File: config.mk
export PLATFORM = sky130hd
export DESIGN_NAME = bypassController
export DESIGN_NICKNAME = d
export VERILOG_FILES = /design/src/common/cpuPkg.sv /design/src/hw/hazard/bypassController.sv
export SDC_FILE = /design/constraint.sdc
export NUM_CORES = 1
export LEC_CHECK = 0
export BUFFER_PORTS_ARGS = -buffer_cell sky130_fd_sc_hd__buf_2
export CAP_MARGIN = 5
export CORE_MARGIN = 1
export CORE_UTILIZATION = 37
export DETAILED_ROUTE_END_ITERATION = 7
export GPL_TIMING_DRIVEN = 0
export PLACE_DENSITY = 0.86
export SYNTH_ARGS = -nofsm -noshare
export SYNTH_HDL_FRONTEND = slang
export SYNTH_SLANG_ARGS = --single-unit
File: constraint.sdc
create_clock -name vclk -period 2.1
set_input_delay 0.525 -clock vclk [all_inputs]
set_output_delay 0.525 -clock vclk [all_outputs]
set_load 0.02 [all_outputs]
File: src/tb/cpu_program.hex
// One instruction word per line, the first at 0x3000
// word      address  assembly
3c011234 // 3000 lui  r1, 0x1234
34025678 // 3004 ori  r2, r0, 0x5678
00221821 // 3008 addu r3, r1, r2
00622023 // 300c subu r4, r3, r2
342500ff // 3010 ori  r5, r1, 0x00ff
ac030000 // 3014 sw   r3, 0x00(r0)
ac040004 // 3018 sw   r4, 0x04(r0)
ac050008 // 301c sw   r5, 0x08(r0)
8c060100 // 3020 lw   r6, 0x100(r0)
00c23821 // 3024 addu r7, r6, r2
ac07000c // 3028 sw   r7, 0x0c(r0)
8c080104 // 302c lw   r8, 0x104(r0)
ac080010 // 3030 sw   r8, 0x10(r0)
11060002 // 3034 beq  r8, r6, 0x3040
ac010014 // 3038 sw   r1, 0x14(r0)
ac020018 // 303c sw   r2, 0x18(r0)
10630002 // 3040 beq  r3, r3, 0x304c
ac05001c // 3044 sw   r5, 0x1c(r0)
ac010020 // 3048 sw   r1, 0x20(r0)
08000c16 // 304c j    0x3058
ac070024 // 3050 sw   r7, 0x24(r0)
ac020028 // 3054 sw   r2, 0x28(r0)
08000c16 // 3058 j    0x3058
00000000 // 305c nop
File: src/common/cpuPkg.sv
`default_nettype none

package cpuPkg;

	////////////////// Memory map //////////////////
	localparam logic [31:0] ResetPc = 32'h0000_3000;
	localparam int RomDepth = 1024;
	localparam int RomAddrBits = $clog2(RomDepth);
	localparam string ProgramFile = "/design/src/tb/cpu_program.hex";

	////////////////// Encodings ///////////////////
	localparam logic [5:0] OpSpecial = 6'h00;
	localparam logic [5:0] OpJ = 6'h02;
	localparam logic [5:0] OpBeq = 6'h04;
	localparam logic [5:0] OpOri = 6'h0d;
	localparam logic [5:0] OpLui = 6'h0f;
	localparam logic [5:0] OpLw = 6'h23;
	localparam logic [5:0] OpSw = 6'h2b;
	localparam logic [5:0] FunctAddu = 6'h21;
	localparam logic [5:0] FunctSubu = 6'h23;

	// Stages left before an operand is consumed
	localparam logic [1:0] TuseBranch = 2'd0;
	localparam logic [1:0] TuseAlu = 2'd1;
	localparam logic [1:0] TuseStore = 2'd2;
	localparam logic [1:0] TuseNone = 2'd3; // Operand not read

	// Stages left before a result exists, counted in EX
	localparam logic [1:0] TnewLoad = 2'd2;
	localparam logic [1:0] TnewAlu = 2'd1;
	localparam logic [1:0] TnewReady = 2'd0;

	typedef enum logic [3:0] {
		KindNop,
		KindAddu,
		KindSubu,
		KindOri,
		KindLui,
		KindLw,
		KindSw,
		KindBeq,
		KindJ
	} instrKind_e;

	typedef enum logic [1:0] {
		FwdReg,   // Register file or own stage register
		FwdIdEx,
		FwdExMem,
		FwdMemWb
	} fwdSel_e;

	///////////////// Pipeline data ////////////////
	typedef struct packed {
		logic [4:0] rAddr0;
		logic [1:0] tuse0;
		logic [4:0] rAddr1;
		logic [1:0] tuse1;
		logic [4:0] wAddr;
		logic [1:0] tnew;
	} hazInfo_t;

	typedef struct packed {
		logic [31:0] instr;
		logic [31:0] pc;
	} ifId_t;

	typedef struct packed {
		instrKind_e kind;
		hazInfo_t haz;
		logic [31:0] rsVal;
		logic [31:0] rtVal;
		logic [31:0] imm;
		logic [31:0] pc;
		logic [31:0] knownResult; // lui value or link address
	} idEx_t;

	typedef struct packed {
		instrKind_e kind;
		hazInfo_t haz;
		logic [31:0] aluResult;
		logic [31:0] storeData;
		logic [31:0] pc;
	} exMem_t;

	typedef struct packed {
		instrKind_e kind;
		logic [4:0] wAddr;
		logic [31:0] aluResult;
		logic [31:0] loadData;
		logic [31:0] pc;
	} memWb_t;

	// Value written back to the register file
	function automatic logic [31:0] wbValueOf(input memWb_t w);
		return (w.kind == KindLw) ? w.loadData : w.aluResult;
	endfunction

endpackage

`default_nettype wire

File: src/hw/hazard/bypassController.sv
`timescale 1ns/10ps
`default_nettype none

module bypassController import cpuPkg::*; (
	input hazInfo_t idHaz,
	input hazInfo_t exHaz,
	input hazInfo_t memHaz,
	input wire [4:0] wbAddr,
	output fwdSel_e fwdRs,
	output fwdSel_e fwdRt,
	output fwdSel_e fwdA,
	output fwdSel_e fwdB,
	output fwdSel_e fwdStore
);

	// Nearest matching producer wins, and only once its value exists
	function automatic fwdSel_e selectSrc(
		input logic [4:0] addr,
		input logic [4:0] nearAddr,
		input logic [1:0] nearTnew,
		input fwdSel_e nearSel,
		input logic [4:0] farAddr,
		input logic [1:0] farTnew,
		input fwdSel_e farSel
	);
		fwdSel_e sel;
		sel = FwdReg;
		if (addr != 5'd0) begin
			if (addr == nearAddr)
				sel = (nearTnew == TnewReady) ? nearSel : FwdReg;
			else if (addr == farAddr)
				sel = (farTnew == TnewReady) ? farSel : FwdReg;
		end
		return sel;
	endfunction

	//////////////// Into decode ///////////////////
	assign fwdRs = selectSrc(idHaz.rAddr0, exHaz.wAddr, exHaz.tnew, FwdIdEx,
		memHaz.wAddr, memHaz.tnew, FwdExMem);
	assign fwdRt = selectSrc(idHaz.rAddr1, exHaz.wAddr, exHaz.tnew, FwdIdEx,
		memHaz.wAddr, memHaz.tnew, FwdExMem);

	//////////////// Into execute //////////////////
	assign fwdA = selectSrc(exHaz.rAddr0, memHaz.wAddr, memHaz.tnew, FwdExMem,
		wbAddr, TnewReady, FwdMemWb);
	assign fwdB = selectSrc(exHaz.rAddr1, memHaz.wAddr, memHaz.tnew, FwdExMem,
		wbAddr, TnewReady, FwdMemWb);

	// Write-back is the only producer left for store data in MEM
	assign fwdStore = selectSrc(memHaz.rAddr1, wbAddr, TnewReady, FwdMemWb,
		5'd0, TnewReady, FwdReg);

endmodule

`default_nettype wire

== After elaboration in Yosys (flattened, before gate mapping) ==
Index checks and enable logic that the tools add are counted.

* Eq/ne operators: 9
* Multiplexer cells: 16
* Reduce and logical (&&, ||, !) cells: 7

{| class="wikitable"
|+ Operators by type and width
! operator !! number
|-
| 5-bit equality test || 9
|-
| 2-bit 2-to-1 mux || 15
|-
| 5-bit nonzero test || 5
|-
| 2-bit zero test || 2
|-
| 1-bit 2-to-1 mux || 1
|}

* Register bits: 0
* Output and inout bits: 10

== Logic depth before layout (Yosys ltp) ==
Gate-level depths: netlist of the first run.

* Word-level depth: 5
* Gate-level depth with buffers: 5

== Least setup slack after synthesis of the first run ==
No wires, ideal clock.

* Path type: input -> output
* Start point: input idHaz[16] (netlist bit)
* End point: output fwdRs[0]
* Data arrival time: 1619 ps
* Slack: -44 ps
* Stages on the path: 4
* Path buffers: 0
* Path through: xor2_1 nor3_1 nand3_1 nor4_1

* Longest elaborated chain between the ends: 4
* Elaborated cells between the ends (all ways): 6
* Those cells by class: eq/ne (2); mux (3); reduce/logical (1)

{| class="wikitable"
|+ RTL lines
! item !! RTL line !! source
|-
| from (decl) || bypassController.sv:5 || <nowiki>input hazInfo_t idHaz,</nowiki>
|-
| 5-bit equality test || bypassController.sv:31 || <nowiki>else if (addr == farAddr)</nowiki>
|-
| 2-bit 2-to-1 mux || bypassController.sv:31 ||
|-
| 2-bit 2-to-1 mux || bypassController.sv:29 || <nowiki>if (addr == nearAddr)</nowiki>
|-
| 2-bit 2-to-1 mux (*) || bypassController.sv:28 || <nowiki>if (addr != 5'd0) begin</nowiki>
|-
| to (decl) || bypassController.sv:9 || <nowiki>output fwdSel_e fwdRs,</nowiki>
|}

Every way passes the cells marked *; elsewhere a longest branch is shown, timed or not.

== Worst setup path in the final report of the first run ==
* Start point: input exHaz[12] (netlist bit)
* End point: output fwdB[1]

* Longest elaborated chain between the ends: 4
* Elaborated cells between the ends (all ways): 6
* Those cells by class: eq/ne (2); mux (3); reduce/logical (1)

{| class="wikitable"
|+ RTL lines
! item !! RTL line !! source
|-
| from (decl) || bypassController.sv:6 || <nowiki>input hazInfo_t exHaz,</nowiki>
|-
| 5-bit equality test || bypassController.sv:31 ||
|-
| 2-bit 2-to-1 mux || bypassController.sv:31 ||
|-
| 2-bit 2-to-1 mux || bypassController.sv:29 ||
|-
| 2-bit 2-to-1 mux (*) || bypassController.sv:28 ||
|-
| to (decl) || bypassController.sv:12 || <nowiki>output fwdSel_e fwdB,</nowiki>
|}

Marks and branches as above.

==> impl_metrics.csv, run 1 <==
group,metric,value,unit
sta,worst_pin_slew,340.9,ps
logic_synthesis,synthesis.nets,160,
grt,track_usage,23.10,%
placement,dp_cells,166,
grt,antenna_found_initial,0,
drt,drtIter0Drc,4,
grt,grt_pass1_wl,3.588,mm
drt,drc,0,
placement,dp_hpwl,1.714,mm
setup_path,end_kind,"primary output",
setup_path,required,1570,ps
die,start_util,40.64,%
logic_synthesis,syn_inst,92,
grt,grt_util_met3,1.190,%
grt,gr-usage-met1,23.00,%
power_and_ir_drop,p_seq_share,0,%
power_and_ir_drop,p_sw,0.1136,mW
sta,fin_ws,-70.45,ps
drt,wl_per_cell,13.05,um
die,rows,15,
grt,grt-busiest-layer,"met2",
die,die-area,0.002118,mm2
die,die_w,46.02,um
setup_path,critical_path_class,"input port to primary output",
flow_run,drv_cap,0,
drt,first_pass_iters,4,
drt,antenna_left,0,
die,die_h,46.02,um
power_and_ir_drop,p_per_area,194.8,mW/mm2
sta,rsz0062_at_grt,"true",
cells_and_area,ff_latch_area,0,um2
sta,fin_tns_setup,-171.2,ps
grt,grt_pass1_vias,884,
logic_synthesis,syn-mean-instance-area,7.793,um2
power_and_ir_drop,p_comb_share,100.0,%
grt,globalRouteMet2Util,50.14,%
cells_and_area,nets,227,
cells_and_area,areaGrowthSynthToFinish,93.37,%
status,violations,"negative setup slack",
sta,min_period,2170,ps
status,status,"complete, but fails checks",
cells_and_area,antenna_cells,0,
cells_and_area,drive_gt1_share,59.87,%
power_and_ir_drop,p_int,0.1565,mW
cells_and_area,clkbuf_count,0,
grt,grt_max_degree,5,
power_and_ir_drop,peakVddDrop,0.0001181,V
logic_synthesis,synth_cell_types,20,
power_and_ir_drop,clockPowerShare,0,%
power_and_ir_drop,switching_share,42.06,%
die,core_area,0.001764,mm2
die,pin_count,78,
sta,period_share,103.4,%
cells_and_area,mostFrequentLayoutCells,"buf_2, buf_4, xnor2_1",
placement,port_buffers,49,
min_path,hold_class,"input port to primary output",
sta,setup_viol,6,
sta,maxSlewViolCount,0,
placement,place_congestion,0.8093,
grt,gr-total-overflow,0,
power_and_ir_drop,p_total,0.2701,mW
drt,wirelength,2.375,mm
drt,num_vias,902,
power_and_ir_drop,p_leak,0.6243,nW
sta,fmax,0.4607,GHz
setup_path,path_max_fanout,3,
sta,timing.final.hold_violations,0,
logic_synthesis,syn_area,716.9,um2
sta,relSlewSlack,77.17,%
drt,via_per_inst,4.956,
setup_path,critPathArrivalTime,1650,ps
cells_and_area,fin_cells,182,
cells_and_area,mostFrequentLayoutCell,"buf_2",
logic_synthesis,yosysSeqAreaShare,0,%
setup_path,start_kind,"input port",
cells_and_area,sequential_cell_total,0,
logic_synthesis,ys_warn_count,0,
[cells in the mapped netlist]
cell type	count	share of area [%]
and4_1	2	2.4
xnor2_2	2	4.5
a21oi_1	1	0.70
or4_4	2	3.1
or4_1	2	2.1
nand4_1	3	2.6
nor2_2	2	1.7
nand3_1	4	2.8
nor4_1	3	2.6
buf_4	1	1.0
o21ai_0	2	1.4
xnor2_1	26	32
or4b_1	2	2.8
xor2_1	16	20
nor3_1	5	3.5
buf_6	5	7.9
nor2_4	1	1.6
nand2_1	2	1.0
nor2_1	9	4.7
o211ai_1	2	2.1
[metrics by stage]
| stage | hold slack, ps | setup slack [ps] | instance area [um2] | utilization (%) |
|---|---|---|---|---|
| 4_1_cts | 1340 | -46.96 | 1271 | 72.06 |
| 2_1_floorplan | 1102 | 18.73 | 729.5 | - |
| 3_3_place_gp | 1344 | -132.8 | 1006 | 57.02 |
| 5_1_grt | 1359 | -122.5 | 1386 | 78.58 |
| 6_report | 1342 | -70.45 | 1386 | 78.58 |
| 3_5_place_dp | 1344 | -128.3 | 1006 | 57.02 |
[worst paths after layout]
| kind | from | cells after the start | endpoint |
|---|---|---|---|
| worst max-delay path | exHaz[12] | 6 | fwdB[1] |
| worst min-delay path | exHaz[1] | 3 | fwdRt[0] |
[power by group through the flow]
stage | logic, mW | clock network (mW) | registers [mW]
detailed placement | 0.196 | 0 | 0
finish | 0.270 | 0 | 0
global route | 0.289 | 0 | 0
global placement | 0.189 | 0 | 0
CTS | 0.247 | 0 | 0
floorplan | 0.114 | 0 | 0
[layout make-up]
cell class / count / area (um2)
Timing Repair Buffer: 65 / 499.2
Buffer: 6 / 85.08
Tap cell: 25 / 31.28
Multi-Input combinational cell: 86 / 770.7
Fill cell: 137 / 377.9
[critical path: stages]
cell,delay (ps)
buf_8,100
or4_4,540
nor2_4,130
or4b_1,120
o21ai_1,60
buf_4,170
[metal layers]
metal,up-vias,wire (um)
met2,51,1381
met5,-,0
li1,447,-
met1,400,801
met3,4,160
met4,0,32
[kinds of logic (layout without fill, tap and decap cells)]
| group | Yosys count | after routing | share of synthesized area [%] |
|---|---|---|---|
| XOR/XNOR | 44 | 44 | 55.85 |
| AO/OA/AOI/OAI | 5 | 5 | 4.187 |
| buffers and inverters | 6 | 71 | 8.900 |
| AND/OR/NAND/NOR | 37 | 37 | 31.06 |
[what timing repair did]
action / in CTS / in global routing
endpoints found under the setup margin: 4 / 8
buffers inserted: 11 / 7
hold buffers: 0 / 0
pin swaps: 24 / 19
gates resized for setup: 48 / 20
(Power assumes the default switching activity.)
==> run 2: changes to the inputs <==
CORE_MARGIN = default   (was 1)
CORE_UTILIZATION = 26   (was 37)
PLACE_DENSITY = default   (was 0.86)
PLACE_DENSITY_LB_ADDON = 0.08   (was default)
==> run 2 against run 1 <==
Net effect:
- combinational power fell by 2%
- cell count is 1.6% lower
- wire length decreased by 3.0%
- the flow still finishes with violations (negative setup slack)
- fmax rose by 1.4%
- count of clock-buffer cells in the layout is the same
- setup slack improved by 31 ps
==> impl_metrics.csv, run 2 (same netlist as run 1, synthesis figures left out) <==
group,metric,value,unit
status,status,"complete, but fails checks",
status,violations,"negative setup slack",
grt,track_usage,15.09,%
drt,drc,0,
cells_and_area,mostFrequentLayoutCells,"buf_2, xnor2_1, xor2_1",
sta,min_period,2140,ps
grt,gr-total-overflow,0,
sta,setup_viol,4,
power_and_ir_drop,peakVddDrop,0.00009227,V
cells_and_area,fill_cells,260,
sta,timing.final.hold_violations,0,
cells_and_area,finalInstanceArea,0.001340,mm2
setup_path,start_kind,"input port",
drt,antenna_left,0,
sta,rsz0062_at_grt,"true",
drt,wl_per_cell,12.87,um
power_and_ir_drop,p_seq_share,0,%
flow_run,drv_cap,0,
drt,first_pass_iters,4,
cts,cts_hold_buf,0,
cells_and_area,fin_cells,179,
grt,antenna_found_initial,0,
cells_and_area,ff_latch_area,0,um2
die,die_h,54.51,um
grt,grt_pass1_wl,3.332,mm
cells_and_area,areaGrowthSynthToFinish,86.91,%
power_and_ir_drop,p_comb_share,100.0,%
setup_path,cp_slowest_cell,"or4b_1",
setup_path,critical_path_class,"input port to primary output",
sta,fmax,0.4673,GHz
die,die-area,0.002971,mm2
min_path,hold_class,"input port to primary output",
sta,relSlewSlack,85.29,%
placement,pre_cts_slack,-142.1,ps
setup_path,path_max_fanout,3,
grt,grt_util_met3,0.2778,%
die,rows,18,
cells_and_area,sequential_cell_total,0,
setup_path,critPathArrivalTime,1610,ps
sta,maxSlewViolCount,0,
cells_and_area,mostFrequentLayoutCell,"buf_2",
drt,via_per_inst,4.872,
die,core_area,0.002545,mm2
grt,grt_pass1_vias,805,
cells_and_area,antenna_cells,0,
power_and_ir_drop,p_int,0.1500,mW
placement,port_buffers,49,
drt,drtIter0Drc,5,
die,pin_count,78,
power_and_ir_drop,switching_share,43.18,%
die,start_util,28.17,%
setup_path,crit_buf_inv,2,
cells_and_area,nets,219,
drt,wirelength,2.303,mm
sta,period_share,101.9,%
placement,dp_hpwl,1.869,mm
cells_and_area,drive_gt1_share,58.39,%
sta,fin_tns_setup,-86.81,ps
power_and_ir_drop,p_per_area,197.1,mW/mm2
setup_path,end_kind,"primary output",
sta,worst_pin_slew,218.6,ps
setup_path,required,1570,ps
placement,place_congestion,0.7346,
power_and_ir_drop,clockPowerShare,0,%
cells_and_area,multi_input_area,790.8,um2
placement,dp_cells,171,
grt,grt-busiest-layer,"met2",
setup_path,slowest_delay,510,ps
grt,globalRouteMet2Util,32.32,%
power_and_ir_drop,p_sw,0.1140,mW
die,die_w,54.51,um
cells_and_area,clkbuf_count,0,
sta,fin_hold_ws,1347,ps
grt,grt_max_degree,5,
sta,fin_ws,-39.76,ps
grt,gr-usage-met1,16.42,%
drt,num_vias,872,
power_and_ir_drop,p_leak,0.5818,nW
setup_path,crit_chain,"buf_8 > xnor2_2 > nand2_1 > or4b_1 > o21ai_1 > buf_4",
placement,postPlaceCellArea,0.001012,mm2
setup_path,crit_family,"simple AND/OR/NAND/NOR gates",
-- run 2: changes by cell type in the layout (fill, tap and decap cells not counted), moves of 2 or more --
| cell | previous run | this run |
|---|---|---|
| nand3_1 | 4 | 2 |
| buf_4 | 20 | 12 |
| xnor2_2 | 10 | 7 |
| buf_6 | 11 | 13 |
| nand3_2 | 0 | 2 |
| xnor2_4 | 0 | 2 |
-- run 2: what timing repair did --
item / CTS / global route
endpoints found under the setup margin: 5 / 6
hold endpoints to repair: 0 / 0
pin swaps: 23 / 18
gates resized for setup: 40 / 27
setup buffers: 5 / 3
-- run 2: per-stage QoR --
stage | power (mW) | util, %
2_1_floorplan | 0.1139 | -
3_3_place_gp | 0.1932 | 39.77
3_5_place_dp | 0.1981 | 39.77
4_1_cts | 0.2297 | 46.71
5_1_grt | 0.2847 | 52.65
6_report | 0.2641 | 52.65
-- run 2: worst paths after layout --
path / startpoint / end / slack [ps] / depth (start not counted)
worst max-delay path: exHaz[11] / fwdB[1] / -40 / 6
worst min-delay path: exHaz[0] / fwdRs[0] / 1350 / 3
-- run 2: metal layers --
metal | vias up | share of wire (%)
met2 | 38 | 55
met1 | 400 | 38
met5 | - | 0
li1 | 432 | -
met4 | 0 | 0.83
met3 | 2 | 5.3
-- run 2: layout make-up --
type	instances	area share (%)
multi-input cells	86	59.01
repair buffers	57	32.49
plain buffers	6	5.696
well taps	30	2.801
-- run 2: power groups by stage --
stage	registers [mW]	logic, mW	clock network, mW
global route	0	0.285	0
finish	0	0.264	0
global placement	0	0.193	0
floorplan	0	0.114	0
CTS	0	0.230	0
detailed placement	0	0.198	0
-- run 2: tightest hold or removal path, stage by stage --
cell    delay [ps]
buf_2          110
nor4_2          50
buf_2          140
